==> config.mk <==
export PLATFORM = sky130hd
export DESIGN_NAME = cacheCfgRegs
export DESIGN_NICKNAME = d
export VERILOG_FILES = /design/src/hw/refillBusPkg.sv /design/src/hw/cacheCfgRegs.sv
export SDC_FILE = /design/constraint.sdc
export NUM_CORES = 1
export LEC_CHECK = 0
export ABC_CLOCK_PERIOD_IN_PS = 2900
export BUFFER_PORTS_ARGS = -buffer_cell sky130_fd_sc_hd__buf_4
export CORE_AREA = 2 2 93 86
export CTS_BUF_LIST = sky130_fd_sc_hd__clkbuf_8 sky130_fd_sc_hd__clkbuf_16
export DETAILED_ROUTE_END_ITERATION = 16
export DIE_AREA = 0 0 95 88
export PLACE_DENSITY = 0.79
export SETUP_SLACK_MARGIN = 0.02
export SYNTH_ARGS = -nofsm -noshare
export SYNTH_HDL_FRONTEND = slang
export SYNTH_SLANG_ARGS = --single-unit
==> constraint.sdc <==
create_clock -name clk -period 2.9 [get_ports clk]
set_input_delay 0 -clock clk [delete_from_list [all_inputs] [get_ports clk]]
set_output_delay 0 -clock clk [all_outputs]
set_load 0.01 [all_outputs]
==> src/hw/refillBusPkg.sv <==
`default_nettype none

package refillBusPkg;

  // refill burst, one word per beat in address order
  localparam int BeatsPerLine = 4;
  typedef logic [$clog2(BeatsPerLine)-1:0] beatCntT;

  // configuration register port
  localparam int CfgAddrW = 2;
  localparam int CfgDataW = 32;
  typedef logic [CfgAddrW-1:0] cfgAddrT;
  typedef logic [CfgDataW-1:0] cfgDataT;

  // bit 0 enable, bit 1 flush (write one, reads as zero)
  localparam cfgAddrT CfgCtrlAddr = 2'd0;
  // write of any value clears the counter
  localparam cfgAddrT CfgHitAddr = 2'd1;
  localparam cfgAddrT CfgMissAddr = 2'd2;

endpackage

`default_nettype wire

==> src/hw/cacheCfgRegs.sv <==
`default_nettype none

module cacheCfgRegs (
  input  logic                  clk,
  input  logic                  rst_n,
  input  logic                  cfgWe_i,
  input  refillBusPkg::cfgAddrT cfgAddr_i,
  input  refillBusPkg::cfgDataT cfgWdata_i,
  output refillBusPkg::cfgDataT cfgRdata_o,
  input  logic                  hitPulse_i,
  input  logic                  missPulse_i,
  output logic                  cacheEnable_o,
  output logic                  flushPulse_o
);

  refillBusPkg::cfgDataT hitCnt;
  refillBusPkg::cfgDataT missCnt;

  logic ctrlWr;
  logic hitWr;
  logic missWr;

  assign ctrlWr = cfgWe_i && (cfgAddr_i == refillBusPkg::CfgCtrlAddr);
  assign hitWr = cfgWe_i && (cfgAddr_i == refillBusPkg::CfgHitAddr);
  assign missWr = cfgWe_i && (cfgAddr_i == refillBusPkg::CfgMissAddr);

  // flush lasts one cycle after the write
  always_ff @(posedge clk or negedge rst_n) begin
    if (!rst_n) begin
      cacheEnable_o <= 1'b0;
      flushPulse_o <= 1'b0;
    end else begin
      flushPulse_o <= ctrlWr && cfgWdata_i[1];
      if (ctrlWr) begin
        cacheEnable_o <= cfgWdata_i[0];
      end
    end
  end

  // counters hold at all ones
  always_ff @(posedge clk or negedge rst_n) begin
    if (!rst_n) begin
      hitCnt <= '0;
      missCnt <= '0;
    end else begin
      if (hitWr) begin
        hitCnt <= '0;
      end else if (hitPulse_i && (hitCnt != '1)) begin
        hitCnt <= hitCnt + 1'b1;
      end
      if (missWr) begin
        missCnt <= '0;
      end else if (missPulse_i && (missCnt != '1)) begin
        missCnt <= missCnt + 1'b1;
      end
    end
  end

  always_comb begin
    case (cfgAddr_i)
      refillBusPkg::CfgCtrlAddr: cfgRdata_o = {{(refillBusPkg::CfgDataW-1){1'b0}}, cacheEnable_o};
      refillBusPkg::CfgHitAddr:  cfgRdata_o = hitCnt;
      refillBusPkg::CfgMissAddr: cfgRdata_o = missCnt;
      default:                   cfgRdata_o = '0;
    endcase
  end

endmodule

`default_nettype wire

==> impl_metrics.ini <==
[outcome]
status = complete, no violations

[floorplanning]
num_rows = 30
ios = 73
core-area_um2 = 7390
fp.dieW_um = 95
dieArea_um2 = 8360
start_util = 0.551
die_h_um = 88

[yosys]
synth-simple-area-share = 0.281
synth_seq_cells = 66
synth_compound_area_frac = 0.229
synth.distinct_cells = 52
netlist_area_um2 = 4070
synth_top_family_by_area = simple AND/OR/NAND/NOR gates
synth-xor-area-share = 0.0258
synth_cells = 454
synth-async-reset-ratio = 1.00
synthAdderAreaFrac = 0.00615
synth_mux_area_frac = 0.0175
yosys_warnings = 0
yosys_most_used_dff = dfrtp_1
ys_seq_area_frac = 0.406
synth-edff-count = 0
synth.net_count = 495
synth_area_per_cell_um2 = 8.97

[sta]
worst_pin_slew_ns = 0.859
slew_headroom = 0.427
period_share = 0.830
setup_viol = 0
slew_viol_final = 0
hold_violations = 0
min_period_ns = 2.41
rsz0062_at_grt = no
max_freq_mhz = 415
fin_worst_skew_ns = 0.00907
fin_setup_tns_ns = 0

[clock_network]
clock-root-buffer = clkbuf_8
cts_tree = done
clk_pin_slew_worst_paths_ns = 0.07
cts_resized = 0
cts_buffers = 9
cts-root-to-sink-buffers = 2
htreeDepth = 3
cts.sinks = 66
clk_latency_ns = 0.35

[finish]
final_net_count = 532
final_cell_count_no_fill = 589
final_util = 0.628
drive_gt1_frac = 0.156
n_fill_cell = 630
multi_input_area_um2 = 2280
area_growth_pct = 14.0
diodes = 0
seqCellArea_um2 = 1650

[worst_setup_path]
path_class = reg2reg
critPathCaptureType = flip-flop
cp.arrival_ns = 2.64
rrSetupSlack_ns = 0.49
critPathRequiredTime_ns = 3.13
start_kind = flip-flop
crit_path_max_fanout = 7

[min_path]
hold_class = in2reg

[global_route]
grt_overflow = 0
grt_max_degree = 67
grt_pass1_wl_mm = 17.4
antenna_found_initial = 0
grt_pass1_vias = 3580
grt_usage = 0.268

[route]
avgViaCountPerCell = 6.49
drt_iter0_markers = 261
via_count = 3822
first_pass_iters = 5
postRouteAntennaNets = 0
drc = 0
wl_mm = 10.4
wl_per_cell_um = 17.7

[power_and_ir_drop]
switching_share = 0.289
pwr-share-seq = 0.536
power.density_nw_per_um2 = 431
p_leak_uw = 0.00193
ir_drop_uv = 321
power.internal_uw = 1420
pwr-share-comb = 0.132
clkPwrFrac = 0.332
p_sw_uw = 577

[place]
hpwl_mm = 7.45
port-buffer-count = 42
placed_cells = 571
place.gp.congestion = 0.903

[job]
maxCapViolCount = 0
==> synth_stat cells, drive strengths merged (2+ instances only) <==
master / instances / area (um2)
or4: 16 / 124
o31ai: 14 / 115
ha: 2 / 25.0
nor4: 8 / 65.1
xor2: 4 / 35.0
buf: 7 / 45.0
and4: 7 / 61.3
clkbuf: 19 / 71.3
nand2: 40 / 150
and3: 9 / 56.3
o2111ai: 2 / 23.8
or2: 2 / 12.5
dfrtp: 66 / 1650
or3: 27 / 169
nand2b: 4 / 25.0
a22o: 31 / 272
and2: 8 / 50.1
inv: 7 / 26.3
o21ai: 31 / 155
a31oi: 2 / 12.5
nor2: 23 / 86.3
nor3: 6 / 41.3
nand4: 24 / 163
nor2b: 2 / 12.5
nand3: 19 / 105
mux2i: 6 / 60.1
a31o: 2 / 17.5
xnor2: 8 / 70.1
a21oi: 43 / 215
o211ai: 4 / 30.0
a211oi: 3 / 27.5
==> what timing repair did <==
item,4_1_cts,5_1_grt
setup buffers,0,0
hold buffers,5,0
hold endpoints to repair,70,0
==> cells in the final DEF (no fill, tap or decap), types with 11 or more instances in the layout <==
cell type  instances
or4_1             15
buf_4             47
o31ai_1           12
nor2_1            23
clkbuf_8          11
dfrtp_1           66
nand2_1           40
a22o_1            31
a21oi_1           43
nand4_1           22
o21ai_0           24
nand3_1           17
or3_1             27
==> critical path: stages (launching register included) <==
cell and delay (ns):
dfrtp_1 0.48, ha_1 0.28, inv_1 0.09, or4_1 0.72, a211oi_2 0.37, a31oi_1 0.14
a41o_1 0.21
==> per-layer routing <==
| layer | share of wire | global-route usage | routed length, um | up-vias |
|---|---|---|---|---|
| li1 | - | - | - | 1817 |
| met1 | 0.44 | 0.365 | 4560 | 1877 |
| met2 | 0.50 | 0.438 | 5160 | 111 |
| met3 | 0.054 | 0.0534 | 564 | 17 |
| met4 | 0.013 | 0.0751 | 134 | 0 |
| met5 | 0 | 0 | 0 | - |
==> sequential cells by signal, indices dropped and copies added (netlist names) <==
name           cells
hitCnt            32
missCnt           32
cacheEnable_o      1
flushPulse_o       1
==> final cells by class <==
type | instances | area share
repair buffers | 52 | 0.0868
clock buffers | 11 | 0.0326
clock inverters | 2 | 0.00162
flip-flops and latches | 66 | 0.356
inverters | 7 | 0.00566
multi-input cells | 355 | 0.492
well taps | 96 | 0.0259
==> per-stage QoR <==
stage,hold slack (ns),cell area (um2),total power (uW),worst slack (ns)
global placement,0.167,4430,1330,0.589
finish,0.0322,4640,2000,0.493
detailed placement,0.170,4430,1340,0.552
global route,0.0290,4640,2100,0.325
CTS,0.0100,4640,2010,0.501
floorplan,-0.296,4070,1230,0.848
==> power groups by stage <==
stage          Combinational [uW]  Sequential [uW]  Clock, uW
6_report                      264             1070        663
5_1_grt                       296             1080        721
2_1_floorplan                 172             1060          0
3_5_place_dp                  261             1080          0
4_1_cts                       267             1070        677
3_3_place_gp                  251             1080          0
==> path summary, 6_finish.rpt <==
path,from,endpoint,cells past startpoint
worst min register to register,cacheEnable_o,cacheEnable_o,1
worst max-delay path,hitCnt[0],hitCnt[22],6
worst min-delay path,cfgAddr_i[1],flushPulse_o,3
max in group asynchronous,rst_n,missCnt[19],2
min in group asynchronous,rst_n,hitCnt[27],2
worst max register to register,hitCnt[0],hitCnt[22],6
==> cell families after synthesis <==
logic type               count (synthesis)
XOR/XNOR                                12
adder cells (fa/ha/maj)                  2
AND/OR/NAND/NOR                        198
buffers and inverters                   33
multiplexers                             7
flip-flops                              66
AO/OA/AOI/OAI                          136
Power figures use the tool's default switching activity.
