**config.mk**
```make
export PLATFORM = sky130hd
export DESIGN_NAME = cacheTagStore
export DESIGN_NICKNAME = d
export VERILOG_FILES = /design/src/hw/cacheGeomPkg.sv /design/src/hw/cacheTagStore.sv
export SDC_FILE = /design/constraint.sdc
export NUM_CORES = 2
export LEC_CHECK = 0
export BUFFER_PORTS_ARGS = -buffer_cell sky130_fd_sc_hd__buf_4
export CAP_MARGIN = 25
export CORE_ASPECT_RATIO = 0.6
export CORE_MARGIN = 2
export CORE_UTILIZATION = 31
export DETAILED_ROUTE_END_ITERATION = 16
export GPL_TIMING_DRIVEN = 0
export PLACE_DENSITY = 0.48
export SYNTH_ARGS = -nofsm -noshare
export SYNTH_HDL_FRONTEND = slang
export SYNTH_SLANG_ARGS = --single-unit
```
**constraint.sdc**
```tcl
create_clock -name clk -period 3.45 [get_ports clk]
set_clock_uncertainty 0.05 [all_clocks]
set_input_delay 0.5175 -clock clk [delete_from_list [all_inputs] [get_ports clk]]
set_output_delay 0.5175 -clock clk [all_outputs]
set_load 0.02 [all_outputs]
```
**src/hw/cacheGeomPkg.sv**
```systemverilog
`default_nettype none

package cacheGeomPkg;

  // address and data widths
  localparam int AddrW = 32;
  localparam int Xlen = 64;

  // address split: tag | index | offset
  localparam int OffsetW = 5;
  localparam int IndexW = 6;
  localparam int TagW = AddrW - IndexW - OffsetW;

  // geometry of one way
  localparam int NumSets = 1 << IndexW;
  localparam int LineW = 8 << OffsetW;

  typedef logic [AddrW-1:0] addrT;
  typedef logic [Xlen-1:0] wordT;
  typedef logic [TagW-1:0] tagT;
  typedef logic [IndexW-1:0] indexT;
  typedef logic [LineW-1:0] lineT;

  // word within a line, taken from offset bits above the byte lane
  typedef logic [1:0] wordSelT;

  // lookup and refill sequence of the controller
  typedef enum logic [2:0] {
    Idle,
    Compare,
    Miss,
    Refill,
    Fill
  } cacheStateT;

endpackage

`default_nettype wire

```
**src/hw/cacheTagStore.sv**
```systemverilog
`default_nettype none

module cacheTagStore (
  input  logic               clk,
  input  logic               rst_n,
  input  logic               lookupEn_i,
  input  cacheGeomPkg::indexT lookupIndex_i,
  input  cacheGeomPkg::tagT   lookupTag_i,
  input  logic               fillEn_i,
  input  logic               touchEn_i,
  input  logic               touchWay_i,
  input  logic               flush_i,
  output logic               hitWay0_o,
  output logic               hitWay1_o,
  output logic               victimWay_o
);

  cacheGeomPkg::tagT tagArr0 [cacheGeomPkg::NumSets];
  cacheGeomPkg::tagT tagArr1 [cacheGeomPkg::NumSets];

  logic [cacheGeomPkg::NumSets-1:0] valid0;
  logic [cacheGeomPkg::NumSets-1:0] valid1;
  // lru bit names the way to replace next
  logic [cacheGeomPkg::NumSets-1:0] lru;

  cacheGeomPkg::tagT   tagQ0;
  cacheGeomPkg::tagT   tagQ1;
  logic                validQ0;
  logic                validQ1;
  cacheGeomPkg::indexT indexQ;

  // snapshot of the set taken when a request is accepted
  always_ff @(posedge clk) begin
    if (lookupEn_i) begin
      tagQ0 <= tagArr0[lookupIndex_i];
      tagQ1 <= tagArr1[lookupIndex_i];
    end
  end

  always_ff @(posedge clk or negedge rst_n) begin
    if (!rst_n) begin
      validQ0 <= 1'b0;
      validQ1 <= 1'b0;
      indexQ <= '0;
    end else if (lookupEn_i) begin
      validQ0 <= valid0[lookupIndex_i];
      validQ1 <= valid1[lookupIndex_i];
      indexQ <= lookupIndex_i;
    end
  end

  assign hitWay0_o = validQ0 && (tagQ0 == lookupTag_i);
  assign hitWay1_o = validQ1 && (tagQ1 == lookupTag_i);
  assign victimWay_o = lru[indexQ];

  // tag write into the victim way of the looked-up set
  always_ff @(posedge clk) begin
    if (fillEn_i) begin
      if (victimWay_o) begin
        tagArr1[indexQ] <= lookupTag_i;
      end else begin
        tagArr0[indexQ] <= lookupTag_i;
      end
    end
  end

  always_ff @(posedge clk or negedge rst_n) begin
    if (!rst_n) begin
      valid0 <= '0;
      valid1 <= '0;
      lru <= '0;
    end else if (flush_i) begin
      valid0 <= '0;
      valid1 <= '0;
      lru <= '0;
    end else if (fillEn_i) begin
      if (victimWay_o) begin
        valid1[indexQ] <= 1'b1;
      end else begin
        valid0[indexQ] <= 1'b1;
      end
      lru[indexQ] <= ~victimWay_o;
    end else if (touchEn_i) begin
      // other way becomes the older one
      lru[indexQ] <= ~touchWay_i;
    end
  end

endmodule

`default_nettype wire

```
==> run_results.csv <==
group,metric,value,unit
job,cap_viol_max_count,0,
clocking,cts_tree,"yes",
final_layout,finalNetCount,5927,
power_and_ir_drop,leakage,42.63,nW
final_layout,finalInstanceArea,137400,sq um
sta,period_share,116.0,%
logic_synthesis,synthCells,5222,
route,drc_errors,0,
route,dr.first_iter.drc_count,9990,
run_status,outcome,"finished with violations",
logic_synthesis,synth-seq-cells,2930,
critical_path,critPathMaxFanout,10,
sta,timing.final.ws_setup,-0.5527,ns
logic_synthesis,synth-main-ff-cell,"edfxtp_1",
final_layout,drive_gt1_share,32.76,%
sta,rsz0062_at_grt,"true",
sta,worst_pin_slew,1.151,ns
critical_path,cp_top_family,"simple AND/OR/NAND/NOR gates",
critical_path,crit_buf_inv,4,
grt,grt.total_usage,20.09,%
floorplan,core-area,366500,sq um
run_status,violations,"negative setup slack",
grt,grt_pass1_vias,57750,
clocking,cts.sinks,2930,
power_and_ir_drop,p_per_area,553.1,nW/um^2
floorplan,io_pins,37,
route,vias_per_cell,5.530,
placement,dpl_cell_area,125000,sq um
clocking,cts-root-buf,"clkbuf_16",
floorplan,dieArea,373900,sq um
sta,relSlewSlack,23.28,%
route,dr.pass1.iters,6,
logic_synthesis,synth.distinct_cells,52,
grt,grt_max_degree,119,
clocking,cts.path.max_buffers,4,
logic_synthesis,syn_area_per_cell,21.90,sq um
critical_path,critPathSlowestCell,"nor3_2",
logic_synthesis,syn_area,114400,sq um
critical_path,crit_type,"reg2reg",
critical_path,cp-end-kind,"register",
placement,gp_congestion,0.8627,
final_layout,fillers,32980,
route,route.vias.total,60680,
sta,hold_viol_final,0,
critical_path,ff2ff_setup_slack,-0.55,ns
route,ant_nets,0,
critical_path,slowest_delay,0.88,ns
grt,antenna_found_initial,37,
sta,period_minus_slack,4.003,ns
clocking,worstSkewPairLatency,0.91,ns
placement,dpl.hpwl,249.7,mm
power_and_ir_drop,peakVddDrop,0.4248,mV
logic_synthesis,synth-edff-count,2730,
clocking,cts_made_buffers,279,
critical_path,cp.required,3.90,ns
floorplan,die_h,474.5,um
route,wl_per_cell,35.42,um
grt,grt_pass1_wl,513.6,mm
logic_synthesis,yosysSeqAreaShare,76.06,%
critical_path,crit_chain,"buf_6 -> buf_12 -> clkbuf_2 -> clkbuf_1 -> nor3_2 -> nand2_1 -> nor2_4",
power_and_ir_drop,power,0.07601,W
logic_synthesis,synth_nets,5256,
worst_hold_path,min-delay-path-class,"in2reg",
grt,grt_overflow_total,0,
placement,place.port_buffers,32,
floorplan,start_util,31.20,%
clocking,clk_pin_slew,0.06,ns
final_layout,areaGrowthSynthToFinish,20.17,%
critical_path,cp-start-kind,"register",
floorplan,die_w,788.1,um
sta,setup_violations,2733,
sta,slew_violations,0,
placement,pre_cts_ws,-1.678,ns
sta,fmax,249.8,MHz
critical_path,cp.arrival,4.46,ns
clocking,htreeDepth,5,
floorplan,rows,172,
logic_synthesis,ys_async_sr_fraction,6.826,%
logic_synthesis,yosys_warnings,0,
route,wl,388.7,mm
placed cells by master (no fill, tap or decap), drive strengths merged, types with 13 or more instances in the layout:
| cell | n |
|---|---|
| dfrtp | 200 |
| xor2 | 40 |
| clkbuf | 558 |
| mux4 | 871 |
| a22oi | 135 |
| a211oi | 15 |
| nand2 | 114 |
| o22ai | 134 |
| a21oi | 25 |
| edfxtp | 2730 |
| clkinv | 85 |
| mux2i | 30 |
| nor2b | 22 |
| nor2 | 243 |
| o21ai | 135 |
| buf | 452 |
| bufinv | 31 |
| nor4 | 13 |
| nand3b | 14 |
| inv | 135 |
power by group:
part / switching [W] / internal (W) / total (W) / leakage, nW
Combinational: 0.00361 / 0.00186 / 0.00547 / 10.9
Clock: 0.0137 / 0.0177 / 0.0314 / 4.36
Sequential: 0.0000804 / 0.0391 / 0.0391 / 27.4
Total: 0.0174 / 0.0586 / 0.0760 / 42.6
sequential cells by signal (all words and copies together) (netlist names), 6 cells and up:
signal	count
tagQ1	21
lru	64
valid0	64
indexQ	6
valid1	64
tagArr1	1344
tagQ0	21
tagArr0	1344
worst register-to-register path, cell delays in order, from the launching register on:
cell and delay (ns):
dfrtp_1 0.38, buf_6 0.14, buf_12 0.15, clkbuf_2 0.21, clkbuf_1 0.28, nor3_2 0.88, nand2_1 0.76, nor2_4 0.77
path summary, 6_finish.rpt:
path                                 start               to  depth (start not counted)
setup / recovery                 indexQ[0]  tagArr1[40][10]                          7
hold / removal             lookupTag_i[12]  tagArr0[21][12]                          1
setup reg to reg                 indexQ[0]  tagArr1[40][10]                          7
hold reg to reg                    lru[23]          lru[23]                          2
max in group asynchronous            rst_n       valid0[35]                          3
min in group asynchronous            rst_n       valid0[21]                          2
layout make-up:
cell class | count | area, sq um | area share [%]
repair buffers | 357 | 6070 | 4.417
clock buffers | 348 | 7475 | 5.439
diodes | 9 | 22.52 | 0.01639
multi-input cells | 1879 | 27090 | 19.71
flip-flops and latches | 2930 | 86980 | 63.30
inverters | 130 | 489.2 | 0.3560
clock inverters | 132 | 1484 | 1.080
well taps | 4872 | 6096 | 4.436
plain buffers | 316 | 1713 | 1.246
synthesized netlist by cell type, types with 8 or more instances:
cell type	number	area share, %
nor2b_1	22	0.12
nand2b_1	12	0.066
mux4_2	871	17
o22ai_1	129	0.71
edfxtp_1	2730	72
clkbuf_1	191	0.63
xor2_1	40	0.31
o21ai_0	79	0.35
a211oi_1	15	0.098
nor4_1	13	0.071
and2_1	8	0.044
inv_1	129	0.42
nand2_1	114	0.37
buf_2	49	0.21
a21oi_1	25	0.11
buf_1	61	0.20
a22oi_1	135	0.89
nand3b_1	14	0.092
mux2i_1	30	0.26
o21ai_2	56	0.43
nand3_1	10	0.044
nor2_1	203	0.67
dfrtp_1	200	4.4
buf_6	19	0.19
timing repair:
item	CTS	global route
pin swaps	64	25
gates cloned	41	22
buffers inserted	47	59
gates resized for setup	124	87
hold endpoints to repair	203	0
endpoints found under the setup margin	2834	2787
hold buffers	12	0
stage by stage:
step	TNS [ns]	utilization, %	std cells	hold WS [ns]
5_1_grt	-736.66	37.49	10960	0.01450
3_5_place_dp	-2400.79	34.12	10290	0.4418
6_report	-748.98	37.50	10970	0.04900
4_1_cts	-645.80	36.99	10870	0.003820
3_3_place_gp	-6723.49	32.93	10130	0.4395
2_1_floorplan	-483.34	-	5222	0.1719
logic make-up after synthesis:
logic type	after synthesis	share of synthesized area, %
compound gates	460	2.783
xor+xnor	42	0.3217
buf+inv	453	1.675
flops	2930	76.06
mux	908	17.48
simple gates	429	1.677
routing by layer:
metal	track usage, %	vias up	wire length, um
met1	31.62	33480	175500
met5	0	-	0
met3	6.633	449	49830
met2	26.95	3433	155500
li1	-	23330	-
met4	3.578	0	7792
(Power assumes the default switching activity.)
