[config.mk]
export PLATFORM = sky130hd
export DESIGN_NAME = cacheCtrl
export DESIGN_NICKNAME = d
export VERILOG_FILES = /design/src/hw/cacheGeomPkg.sv /design/src/hw/refillBusPkg.sv /design/src/hw/cacheCtrl.sv
export SDC_FILE = /design/constraint.sdc
export NUM_CORES = 1
export LEC_CHECK = 0
export BUFFER_PORTS_ARGS = -buffer_cell sky130_fd_sc_hd__buf_4
export CAP_MARGIN = 20
export CORE_AREA = 2 2 392 394
export DETAILED_ROUTE_END_ITERATION = 7
export DIE_AREA = 0 0 394 396
export GPL_TIMING_DRIVEN = 0
export PLACE_DENSITY = 0.3
export SYNTH_ARGS = -nofsm -noshare
export SYNTH_HDL_FRONTEND = slang
export SYNTH_SLANG_ARGS = --single-unit
[constraint.sdc]
create_clock -name clk -period 7.25 [get_ports clk]
set_clock_uncertainty 0.05 [all_clocks]
set_input_delay 1.8125 -clock clk [delete_from_list [all_inputs] [get_ports clk]]
set_output_delay 1.8125 -clock clk [all_outputs]
set_load 0.1 [all_outputs]
[src/hw/cacheGeomPkg.sv]
`default_nettype none

package cacheGeomPkg;

  // address and data widths
  localparam int AddrW = 32;
  localparam int Xlen = 64;

  // address split: tag | index | offset
  localparam int OffsetW = 5;
  localparam int IndexW = 6;
  localparam int TagW = AddrW - IndexW - OffsetW;

  // geometry of one way
  localparam int NumSets = 1 << IndexW;
  localparam int LineW = 8 << OffsetW;

  typedef logic [AddrW-1:0] addrT;
  typedef logic [Xlen-1:0] wordT;
  typedef logic [TagW-1:0] tagT;
  typedef logic [IndexW-1:0] indexT;
  typedef logic [LineW-1:0] lineT;

  // word within a line, taken from offset bits above the byte lane
  typedef logic [1:0] wordSelT;

  // lookup and refill sequence of the controller
  typedef enum logic [2:0] {
    Idle,
    Compare,
    Miss,
    Refill,
    Fill
  } cacheStateT;

endpackage

`default_nettype wire

[src/hw/refillBusPkg.sv]
`default_nettype none

package refillBusPkg;

  // refill burst, one word per beat in address order
  localparam int BeatsPerLine = 4;
  typedef logic [$clog2(BeatsPerLine)-1:0] beatCntT;

  // configuration register port
  localparam int CfgAddrW = 2;
  localparam int CfgDataW = 32;
  typedef logic [CfgAddrW-1:0] cfgAddrT;
  typedef logic [CfgDataW-1:0] cfgDataT;

  // bit 0 enable, bit 1 flush (write one, reads as zero)
  localparam cfgAddrT CfgCtrlAddr = 2'd0;
  // write of any value clears the counter
  localparam cfgAddrT CfgHitAddr = 2'd1;
  localparam cfgAddrT CfgMissAddr = 2'd2;

endpackage

`default_nettype wire

[src/hw/cacheCtrl.sv]
`default_nettype none

module cacheCtrl (
  input  logic               clk,
  input  logic               rst_n,
  // pipeline
  input  logic               valid_i,
  input  cacheGeomPkg::addrT  addr_i,
  output logic               addrOk_o,
  output logic               dataOk_o,
  output cacheGeomPkg::wordT  rdData_o,
  // refill
  output logic               memRdValid_o,
  output cacheGeomPkg::addrT  memAddr_o,
  input  logic               memRdBeat_i,
  input  logic               memRdLast_i,
  input  cacheGeomPkg::wordT  memRdData_i,
  // configuration
  input  logic               cacheEnable_i,
  // tag store
  input  logic               hitWay0_i,
  input  logic               hitWay1_i,
  input  logic               victimWay_i,
  output logic               lookupEn_o,
  output cacheGeomPkg::indexT lookupIndex_o,
  output cacheGeomPkg::tagT   lookupTag_o,
  output logic               fillEn_o,
  output logic               touchEn_o,
  output logic               touchWay_o,
  // data arrays
  output logic               dataEn_o,
  output logic               dataWe0_o,
  output logic               dataWe1_o,
  output cacheGeomPkg::indexT dataIndex_o,
  output cacheGeomPkg::lineT  fillLine_o,
  input  cacheGeomPkg::lineT  way0Line_i,
  input  cacheGeomPkg::lineT  way1Line_i,
  // event counters
  output logic               hitPulse_o,
  output logic               missPulse_o
);

  localparam int OffW = cacheGeomPkg::OffsetW;
  localparam int Xlen = cacheGeomPkg::Xlen;

  cacheGeomPkg::cacheStateT state;
  cacheGeomPkg::cacheStateT nextState;

  cacheGeomPkg::addrT      reqAddr;
  cacheGeomPkg::indexT     reqIndex;
  cacheGeomPkg::wordSelT   reqWordSel;
  cacheGeomPkg::lineT      fillLine;
  cacheGeomPkg::lineT      hitLine;
  refillBusPkg::beatCntT   beatCnt;

  logic inCompare;
  logic inFill;
  logic inBurst;
  logic hit;
  logic accept;
  logic wayWe;

  function automatic cacheGeomPkg::wordT pickWord(cacheGeomPkg::lineT line,
                                                  cacheGeomPkg::wordSelT sel);
    return line[sel*Xlen +: Xlen];
  endfunction

  assign inCompare = (state == cacheGeomPkg::Compare);
  assign inFill = (state == cacheGeomPkg::Fill);
  assign inBurst = (state == cacheGeomPkg::Miss) || (state == cacheGeomPkg::Refill);

  // tag store may match while disabled, ignore it then
  assign hit = inCompare && cacheEnable_i && (hitWay0_i || hitWay1_i);

  assign addrOk_o = (state == cacheGeomPkg::Idle) || hit;
  assign accept = valid_i && addrOk_o;

  always_ff @(posedge clk or negedge rst_n) begin
    if (!rst_n) begin
      state <= cacheGeomPkg::Idle;
    end else begin
      state <= nextState;
    end
  end

  always_comb begin
    nextState = state;
    case (state)
      cacheGeomPkg::Idle: begin
        if (valid_i) begin
          nextState = cacheGeomPkg::Compare;
        end
      end
      cacheGeomPkg::Compare: begin
        if (!hit) begin
          nextState = cacheGeomPkg::Miss;
        end else if (!valid_i) begin
          nextState = cacheGeomPkg::Idle;
        end
      end
      // the first beat may already come back in Miss
      cacheGeomPkg::Miss, cacheGeomPkg::Refill: begin
        if (memRdBeat_i && memRdLast_i) begin
          nextState = cacheGeomPkg::Fill;
        end else begin
          nextState = cacheGeomPkg::Refill;
        end
      end
      cacheGeomPkg::Fill: nextState = cacheGeomPkg::Idle;
      default: nextState = cacheGeomPkg::Idle;
    endcase
  end

  always_ff @(posedge clk or negedge rst_n) begin
    if (!rst_n) begin
      reqAddr <= '0;
    end else if (accept) begin
      reqAddr <= addr_i;
    end
  end

  assign reqIndex = reqAddr[OffW +: cacheGeomPkg::IndexW];
  assign reqWordSel = reqAddr[OffW-1 -: 2];

  // beats land at their word slot in address order
  always_ff @(posedge clk or negedge rst_n) begin
    if (!rst_n) begin
      beatCnt <= '0;
    end else if (inCompare) begin
      beatCnt <= '0;
    end else if (inBurst && memRdBeat_i) begin
      beatCnt <= beatCnt + 1'b1;
    end
  end

  always_ff @(posedge clk) begin
    if (inBurst && memRdBeat_i) begin
      fillLine[beatCnt*Xlen +: Xlen] <= memRdData_i;
    end
  end

  assign memRdValid_o = inBurst;
  assign memAddr_o = {reqAddr[cacheGeomPkg::AddrW-1:OffW], {OffW{1'b0}}};

  // lookup reads the incoming set, later steps use the latched request
  assign lookupEn_o = accept;
  assign lookupIndex_o = addr_i[OffW +: cacheGeomPkg::IndexW];
  assign lookupTag_o = reqAddr[cacheGeomPkg::AddrW-1 -: cacheGeomPkg::TagW];

  assign wayWe = inFill && cacheEnable_i;
  assign fillEn_o = wayWe;
  assign touchEn_o = hit;
  assign touchWay_o = hitWay1_i;

  assign dataEn_o = accept || wayWe;
  assign dataWe0_o = wayWe && !victimWay_i;
  assign dataWe1_o = wayWe && victimWay_i;
  assign dataIndex_o = accept ? lookupIndex_o : reqIndex;
  assign fillLine_o = fillLine;

  assign hitLine = hitWay1_i ? way1Line_i : way0Line_i;

  // word goes out on a hit in Compare or forwarded at Fill
  assign dataOk_o = hit || inFill;
  assign rdData_o = inFill ? pickWord(fillLine, reqWordSel) : pickWord(hitLine, reqWordSel);

  assign hitPulse_o = hit;
  assign missPulse_o = inCompare && !hit;

endmodule

`default_nettype wire

==> flow_summary.yaml, run 1 <==
floorplan:
  core_region_area_um2: 152000
  die_area_um2: 156000
  start_util: 0.117
  io_pins: 1014
  die_x_um: 394
  fp.dieH_um: 396
  rows: 143
pwr:
  pwr-share-seq: 0.171
  p_sw_frac: 0.594
  net-switching-power_mw: 8.48
  ir_drop_uv: 488
  combPwrFrac: 0.688
  p_per_area_nw_per_um2: 481
  clockPowerShare: 0.141
  leakage_nw: 11.9
  p_int_mw: 5.80
synth:
  synth_edf_count: 256
  syn_avg_cell_area_um2: 12.9
  ys_seq_area_frac: 0.480
  synth_ff_type: "edfxtp_1"
  synthTopCellsByCount: "and2_1 (257), edfxtp_1 (256), nand2_1 (191), mux2_2 (146), mux4_2 (128)"
  yosys_warnings: 0
  synth_area_leaders: "edfxtp_1 (43%), mux4_2 (16%), mux2_2 (9.2%)"
  yosys.area.top_type: "edfxtp_1"
  synth-async-reset-ratio: 0.117
  synth_top_area_frac: 0.432
  ys_types: 36
  ys_ff_latch: 290
  syn_inst: 1381
  synth.most_common_cell: "and2_1"
  synthesis.area_um2: 17800
clock_network:
  htree_num_levels: 2
  cts_max_path_buffers: 3
  cts_root_buffer: "clkbuf_16"
  cts_made_buffers: 41
  clock-sinks: 290
  holdBufCountCts: 0
  cts_tree: "done"
  clk_pin_slew_ns: 0.05
  clock_latency_ns: 0.59
  cts_setup_buffers: 0
  cts_resized: 0
critical_path:
  critPathLaunch: "hitWay1_i"
  crit_path_max_fanout: 10
  required_ns: 5.39
  r2r_end: "fillLine_o[148]"
  critPathLaunchType: "input port"
  r2r_start: "beatCnt[0]"
  rrSetupSlack_ns: 3.96
  critical_path.endpoint_type: "output pin"
  reg2reg_depth: 8
  arrival_ns: 4.53
  crit_end: "rdData_o[45]"
  worstSetupPathType: "input port to output pin"
layout:
  final_layout_size_suffix_gt1_frac: 0.606
  fin_area_um2: 29700
  syn_to_final_growth_pct: 66.9
  nNetsFinal: 3073
timing:
  drv_slew: 0
  setup_viol: 0
  max_clock_freq_mhz: 157
  tns_ns: 0
  slew_headroom: 0.282
  fin_crit_sh: 0.881
  hold_viol: 0
  rsz0062_at_grt: "no"
  fin_crit_ns: 6.39
  tightest_slew_ns: 1.08
grt:
  grt_overflow: 0
  grt_pass1_vias: 18500
  grt_first_pass_wirelength_mm: 181
  grt_max_degree: 36
  globalRouteTotalUtil: 0.173
  grt_antenna_before_repair: 63
detailed_routing:
  viasPerCell: 3.77
  drc: 0
  first_pass_iters: 6
  drtIter0Drc: 1338
  post_drt_wl_per_cell_um: 30.8
  finalWirelength_mm: 140
  ant_nets: 0
  via_count: 17100
placed_design:
  gp_congestion: 0.925
  placed_area_um2: 28300
  numPortBuffers: 1004
  detailed_place_hpwl_mm: 115
worst_hold_path:
  min_path_cells: 1
  min_from: "reqAddr[30]"
  hp-class: "flip-flop to flip-flop"
flow_run:
  maxCapViolCount: 0
outcome:
  status: "completed"
## cells in the final DEF (no fill, tap or decap), drive strengths merged
| master | instances |
|---|---|
| mux4 | 128 |
| o21ai | 2 |
| o22ai | 2 |
| nor2 | 3 |
| diode | 39 |
| bufinv | 3 |
| a21o | 2 |
| dfrtp | 34 |
| a311oi | 1 |
| or3b | 1 |
| mux2 | 163 |
| inv | 4 |
| and2 | 257 |
| clkinvlp | 3 |
| clkbuf | 114 |
| and3 | 7 |
| nor3b | 1 |
| o211ai | 1 |
| o21bai | 1 |
| a22o | 2 |
| nand2b | 1 |
| buf | 1143 |
| a32oi | 63 |
| conb | 5 |
| ha | 5 |
| nand2 | 191 |
| or2 | 1 |
| a211oi | 1 |
| edfxtp | 256 |
| a2111oi | 1 |
| clkinv | 10 |
| mux2i | 2 |
| a21oi | 64 |
| nor3 | 5 |
| nor2b | 2 |
## cell families after synthesis
logic type	synth area share
and+or+nand+nor	0.138
muxes	0.266
DFF	0.480
buffers and inverters	0.0582
AOI/OAI and AO/OA	0.0547
adders and majority gates	0.00351
other	0.000211
## worst max-delay path, cell delays in order
cell and delay (ns):
buf_4 0.17, buf_2 0.64, buf_4 0.39, mux4_2 0.30, nand2_1 0.06, a32oi_1 0.70
buf_4 0.43
## power groups by stage
stage | combinational [mW] | sequential [mW] | clock, mW
after floorplan | 5.41 | 3.59 | 0
after detailed placement | 9.99 | 2.46 | 0
final | 9.83 | 2.44 | 2.01
after global placement | 9.84 | 2.49 | 0
after CTS | 10.0 | 2.44 | 2.09
after global routing | 10.2 | 2.47 | 2.14
## worst min-delay path by stage
stage | slack, ns | to
final | 0.46 | reqAddr[30]
after global routing | 0.50 | reqAddr[30]
after CTS | 0.47 | reqAddr[30]
after detailed placement | 0.46 | reqAddr[30]
after global placement | 0.46 | reqAddr[30]
after floorplan | 0.43 | reqAddr[23]
## sequential cells by signal, indices dropped and copies added, names as in the netlist
name and flops:
beatCnt 2, fillLine_o 256, reqAddr 29, state 3
## per-stage QoR
step / worst slack (ns) / util / hold WS [ns] / instances / power (mW)
3_3_place_gp: 0.529 / 0.184 / 0.459 / 4419 / 12.3
3_5_place_dp: 0.667 / 0.187 / 0.461 / 4438 / 12.5
2_1_floorplan: 0.387 / - / 0.433 / 1385 / 9.00
6_report: 0.862 / 0.196 / 0.465 / 4548 / 14.3
4_1_cts: 0.659 / 0.195 / 0.473 / 4509 / 14.5
5_1_grt: 0.676 / 0.196 / 0.500 / 4527 / 14.8
## final cells by class
type                       count  area [um^2]
clock buffer                  55         1100
fill                       16700       122000
inverter                       4         15.0
clock inverter                16          168
buffer                       179         1050
multi-input combinational    912         8280
tap                         2030         2540
timing repair buffer        1023         7930
antenna                       39         97.6
sequential                   290         8540
## routing by layer
layer  vias to the layer above  wire [um]  track usage
li1                       7330          -            -
met1                      8707      55900        0.212
met2                       949      68000        0.293
met3                       132      12800       0.0521
met4                        10       3460       0.0505
met5                         -         71            0
(Power assumes the default switching activity.)
==> inputs of run 2 (changes only) <==
Settings changed: CELL_PAD_IN_SITES_DETAIL_PLACEMENT set to 1, CELL_PAD_IN_SITES_GLOBAL_PLACEMENT set to 1, CORE_AREA 2 2 392 394 to 2 2 393 395, DIE_AREA 0 0 394 396 to 0 0 395 397, PLACE_DENSITY 0.3 to 0.35.
==> run 2 against run 1 <==
Net effect:
- largest power group unchanged
- first-iteration DRC count is 27% lower
- sequential power hardly changed
- count of clock-buffer cells in the layout is 6 lower
- clock power is 6% higher
- flip-flop and latch count stayed put
- worst hold slack better by 0.0030 ns
- design area is 0.37% higher
- cell count is 0.33% higher
- die area is 0.51% higher
- sequential share of layout area is 0.11 points lower
- critical path depth stayed put
- via count is 0.91% lower
==> flow_summary.yaml, run 2 (synthesized netlist as in run 1, its figures left out) <==
clock_network:
  clock_latency_ns: 0.58
  cts_resized: 0
  cts_made_buffers: 44
  clock-sinks: 290
  cts_max_path_buffers: 3
  holdBufCountCts: 0
  cts_tree: "done"
  htree_num_levels: 2
  cts_setup_buffers: 0
  clk_pin_slew_ns: 0.05
  cts_root_buffer: "clkbuf_16"
critical_path:
  crit_chain: "buf_4 -> buf_2 -> buf_4 -> mux4_2 -> nand2_1 -> a32oi_1 -> buf_4"
  cp_slowest_cell: "buf_2"
  worstSetupPathType: "input port to output pin"
  path_buf_inv: 4
  required_ns: 5.39
  critPathLaunchType: "input port"
  cp_common_cell: "buf_4"
  critPathMaxStageDelay_ns: 0.72
  crit_path_max_fanout: 10
  critPathTopFamily: "buffers and inverters"
  arrival_ns: 4.55
  critical_path.endpoint_type: "output pin"
placed_design:
  numPortBuffers: 1004
  detailed_place_hpwl_mm: 114
  preCtsSetupSlack_ns: 0.674
  gp_congestion: 0.919
  dp_cells: 4454
floorplan:
  io_pins: 1014
  core_region_area_um2: 153000
  rows: 144
  die_area_um2: 157000
  fp.dieH_um: 397
  start_util: 0.116
  die_x_um: 395
detailed_routing:
  viasPerCell: 3.72
  drc: 0
  maxUsedRoutingLayer: "met5"
  route.met2.wl_mm: 69.9
  via_count: 17000
  finalWirelength_mm: 139
  post_drt_wl_per_cell_um: 30.5
  wl_met3_mm: 10.4
  drtIter0Drc: 979
  ant_nets: 0
  m1WireLength_mm: 55.8
  first_pass_iters: 5
layout:
  final_cells: 4563
  syn_to_final_growth_pct: 67.5
  final_common_cell: "buf_4"
  final_layout_size_suffix_gt1_frac: 0.607
  nNetsFinal: 3078
  final_cell_mix: "buf_4 (1079), and2_1 (257), edfxtp_1 (256)"
  largest_reg_flops: 256
  n_fill_cell: 17400
grt:
  grt_overflow: 0
  grt_first_pass_wirelength_mm: 179
  grt_antenna_before_repair: 49
  grt_max_degree: 36
  globalRouteTotalUtil: 0.171
  grt_pass1_vias: 18800
worst_hold_path:
  hp-class: "flip-flop to flip-flop"
timing:
  hold_viol: 0
  drv_slew: 0
  max_clock_freq_mhz: 156
  setup_viol: 0
  finalWorstSetupSlack_ns: 0.835
  slew_headroom: 0.354
  tightest_slew_ns: 0.969
  rsz0062_at_grt: "no"
  tns_ns: 0
  fin_crit_sh: 0.885
  fin_crit_ns: 6.42
pwr:
  total_power_mw: 14.4
  leakage_nw: 12.0
  ir_drop_uv: 356
  p_per_area_nw_per_um2: 484
flow_run:
  maxCapViolCount: 0
outcome:
  status: "completed"
-- run 2: cell count changes in the layout (fill, tap and decap cells not counted), moves of 2 or more --
cell	previous run	this run
clkinv_1	5	15
clkinv_2	4	7
buf_16	9	6
inv_6	0	2
buf_8	6	8
clkbuf_16	42	45
buf_12	1	3
clkbuf_1	50	42
diode_2	39	30
clkinvlp_4	3	1
-- run 2: worst paths after layout --
path | startpoint | endpoint | slack (ns) | cells past startpoint
setup / recovery | hitWay1_i | rdData_o[36] | 0.83 | 7
hold / removal | reqAddr[31] | reqAddr[31] | 0.47 | 1
setup reg to reg | beatCnt[0] | fillLine_o[229] | 4.14 | 7
hold reg to reg | reqAddr[31] | reqAddr[31] | 0.47 | 1
max in group asynchronous | rst_n | reqAddr[4] | 5.58 | 1
min in group asynchronous | rst_n | reqAddr[8] | 1.18 | 1
-- run 2: layout make-up --
class / instances / area, um^2 / share of cell area
inverter: 4 / 15.0 / 0.000503
multi-input combinational: 912 / 8280 / 0.278
antenna: 30 / 75.1 / 0.00252
timing repair buffer: 1025 / 7930 / 0.266
clock inverter: 30 / 245 / 0.00822
buffer: 179 / 1050 / 0.0351
tap: 2044 / 2560 / 0.0857
sequential: 290 / 8540 / 0.286
clock buffer: 49 / 1140 / 0.0383
-- run 2: metal layers --
layer / global-route usage / vias up
met3: 0.0457 / 113
met4: 0.0437 / 10
met1: 0.206 / 8681
li1: - / 7325
met2: 0.300 / 843
met5: 0 / -
-- run 2: stage by stage --
stage,cell area [um^2],hold WS (ns),utilization
final,29800,0.468,0.195
after global routing,29800,0.505,0.195
after CTS,29800,0.472,0.194
after detailed placement,28400,0.460,0.185
after global placement,27900,0.453,0.182
after floorplan,17800,0.433,-
-- run 2: where the power goes --
| group | switching, mW | internal, mW | leakage (nW) |
|---|---|---|---|
| combinational | 7.44 | 2.43 | 8.70 |
| sequential | 0.209 | 2.23 | 2.62 |
| clock | 0.871 | 1.26 | 0.680 |
==> inputs of run 3 (changes only) <==
Settings changed: ABC_AREA set to 1, CORE_AREA 2 2 393 395 to 2 2 390 392, DIE_AREA 0 0 395 397 to 0 0 392 394, GPL_ROUTABILITY_DRIVEN set to 0, PLACE_DENSITY 0.35 to 0.39.
==> run 3 against run 2 <==
Net effect:
- routed wire length rose by 39%
- register-to-register slack got worse by 0.29 ns
- via count rose by 41%
- largest cell class unchanged
- largest power group unchanged
==> flow_summary.yaml, run 3 <==
critical_path:
  critical_path.endpoint_type: "output pin"
  critPathMaxStageDelay_ns: 0.42
  arrival_ns: 4.06
  critPathLaunchType: "input port"
  crit_path_max_fanout: 10
  r2r_start: "beatCnt[0]"
  worstSetupPathType: "input port to output pin"
  reg2reg_depth: 7
  path_buf_inv: 4
  crit_chain: "buf_4 -> buf_4 -> buf_2 -> nand2_1 -> nand3_1 -> nand3_1 -> nand2_1 -> nand2_1 -> nand2_1 -> buf_4"
  cp_slowest_cell: "nand3_1"
  required_ns: 5.39
  r2r_end: "fillLine_o[254]"
  rrSetupSlack_ns: 3.85
  critPathTopFamily: "buffers and inverters"
  cp_common_cell: "nand2_1"
clock_network:
  clock-sinks: 290
  cts_resized: 0
  cts_made_buffers: 35
  clk_pin_slew_ns: 0.06
  clock_latency_ns: 0.55
  cts_tree: "done"
  holdBufCountCts: 0
  htree_num_levels: 2
  cts_root_buffer: "clkbuf_16"
  cts_setup_buffers: 0
  cts_max_path_buffers: 3
pwr:
  p_int_mw: 5.55
  ir_drop_uv: 372
  combPwrFrac: 0.716
  leakage_nw: 15.1
  clockPowerShare: 0.126
  net-switching-power_mw: 9.84
  p_sw_frac: 0.640
  pwr-share-seq: 0.158
  p_per_area_nw_per_um2: 495
worst_hold_path:
  worst_hold_path.endpoint: "reqAddr[10]"
  hp-class: "flip-flop to flip-flop"
  min_from: "reqAddr[10]"
  min_path_cells: 2
synth:
  yosys.area.top_type: "edfxtp_1"
  synth_top_area_frac: 0.401
  yosys_warnings: 0
  synthTopCellsByCount: "nand2_1 (1242), nand3_1 (468), edfxtp_1 (256), nor2_1 (174), inv_1 (132)"
  synth_edf_count: 256
  synth.most_common_cell: "nand2_1"
  syn_inst: 2744
  synth_area_leaders: "edfxtp_1 (40%), nand2_1 (24%), nand3_1 (12%)"
  ys_types: 25
  syn_avg_cell_area_um2: 6.99
  ys_seq_area_frac: 0.445
  synth-async-reset-ratio: 0.117
  synthesis.area_um2: 19200
  synth_ff_type: "edfxtp_1"
  ys_ff_latch: 290
flow_run:
  maxCapViolCount: 0
outcome:
  status: "completed"
detailed_routing:
  drtIter0Drc: 1619
  via_count: 23900
  finalWirelength_mm: 193
  first_pass_iters: 5
  drc: 0
  viasPerCell: 4.05
  post_drt_wl_per_cell_um: 32.8
  ant_nets: 0
floorplan:
  die_x_um: 392
  die_area_um2: 154000
  rows: 143
  io_pins: 1014
  fp.dieH_um: 394
  start_util: 0.127
  core_region_area_um2: 151000
grt:
  grt_pass1_vias: 24600
  grt_overflow: 0
  globalRouteTotalUtil: 0.240
  grt_first_pass_wirelength_mm: 244
  grt_max_degree: 35
  grt_antenna_before_repair: 41
timing:
  drv_slew: 0
  fin_crit_ns: 5.92
  hold_viol: 0
  slew_headroom: 0.240
  setup_viol: 0
  tightest_slew_ns: 1.14
  hold_ws_ns: 0.448
  rsz0062_at_grt: "no"
  max_clock_freq_mhz: 169
  fin_crit_sh: 0.817
layout:
  fin_util: 0.207
  syn_to_final_growth_pct: 62.3
  final_cell_mix: "nand2_1 (1242), buf_4 (1106), nand3_1 (468)"
  nNetsFinal: 4441
  largest_reg_flops: 256
  final_layout_size_suffix_gt1_frac: 0.344
  final_common_cell: "nand2_1"
  n_fill_cell: 18400
placed_design:
  detailed_place_hpwl_mm: 164
  numPortBuffers: 1004
[run 3: worst max-delay path by stage]
stage	from	to	slack [ns]	cells after the start
final	hitWay1_i	rdData_o[46]	1.33	10
after CTS	hitWay1_i	rdData_o[55]	1.19	10
after detailed placement	hitWay1_i	rdData_o[55]	1.20	10
after floorplan	cacheEnable_i	dataWe0_o	1.35	4
after global routing	hitWay1_i	rdData_o[55]	1.22	10
after global placement	memRdBeat_i	fillLine_o[150]	-1.61	3
[run 3: worst register-to-register path, delay by kind of cell, from the launching register on]
family	cells	cell delay (ns)
flip-flops	1	0.38
adder cells (fa/ha/maj)	1	0.36
AND/OR/NAND/NOR	1	0.10
buffers and inverters	5	2.22
[run 3: logic make-up (layout without fill, tap and decap cells)]
family / after synthesis / count (layout) / synth area share
adders and majority gates: 5 / 5 / 0.00326
buffers and inverters: 407 / 1503 / 0.109
and+or+nand+nor: 1992 / 1992 / 0.429
DFF: 290 / 290 / 0.445
AOI/OAI and AO/OA: 49 / 49 / 0.0129
other: 1 / 23 / 0.000196
[run 3: cell type report]
type / count / area (um^2) / area share
clock inverters: 17 / 231 / 0.00744
inverters: 145 / 544 / 0.0175
diodes: 18 / 45.0 / 0.00145
well taps: 2030 / 2540 / 0.0816
plain buffers: 262 / 1550 / 0.0498
repair buffers: 1034 / 8120 / 0.261
multi-input cells: 2051 / 8590 / 0.276
clock buffers: 45 / 956 / 0.0307
flip-flops and latches: 290 / 8540 / 0.274
[run 3: per-layer routing]
metal  vias to the layer above  part of all wire  track usage
li1                      10900                 -            -
met1                     11800              0.44        0.315
met2                       941              0.47        0.399
met3                       154             0.065       0.0531
met4                        22             0.021       0.0571
met5                         -           0.00070            0
[run 3: per-stage QoR]
step / power [mW] / worst slack (ns) / area, um^2 / std cells / TNS, ns
floorplan: 9.01 / 1.35 / 19200 / 2748 / 0
global placement: 13.4 / -1.61 / 29300 / 5782 / -342.67
detailed placement: 13.6 / 1.20 / 29900 / 5812 / 0
CTS: 15.6 / 1.19 / 31100 / 5874 / 0
global route: 16.0 / 1.22 / 31100 / 5883 / 0
finish: 15.4 / 1.33 / 31100 / 5892 / 0
[run 3: power groups by stage]
stage               clock (mW)  sequential (mW)  combinational, mW
floorplan                    0             3.28               5.73
global placement             0             2.51               10.8
detailed placement           0             2.48               11.1
CTS                       1.98             2.44               11.2
global route              2.02             2.46               11.5
finish                    1.94             2.44               11.0
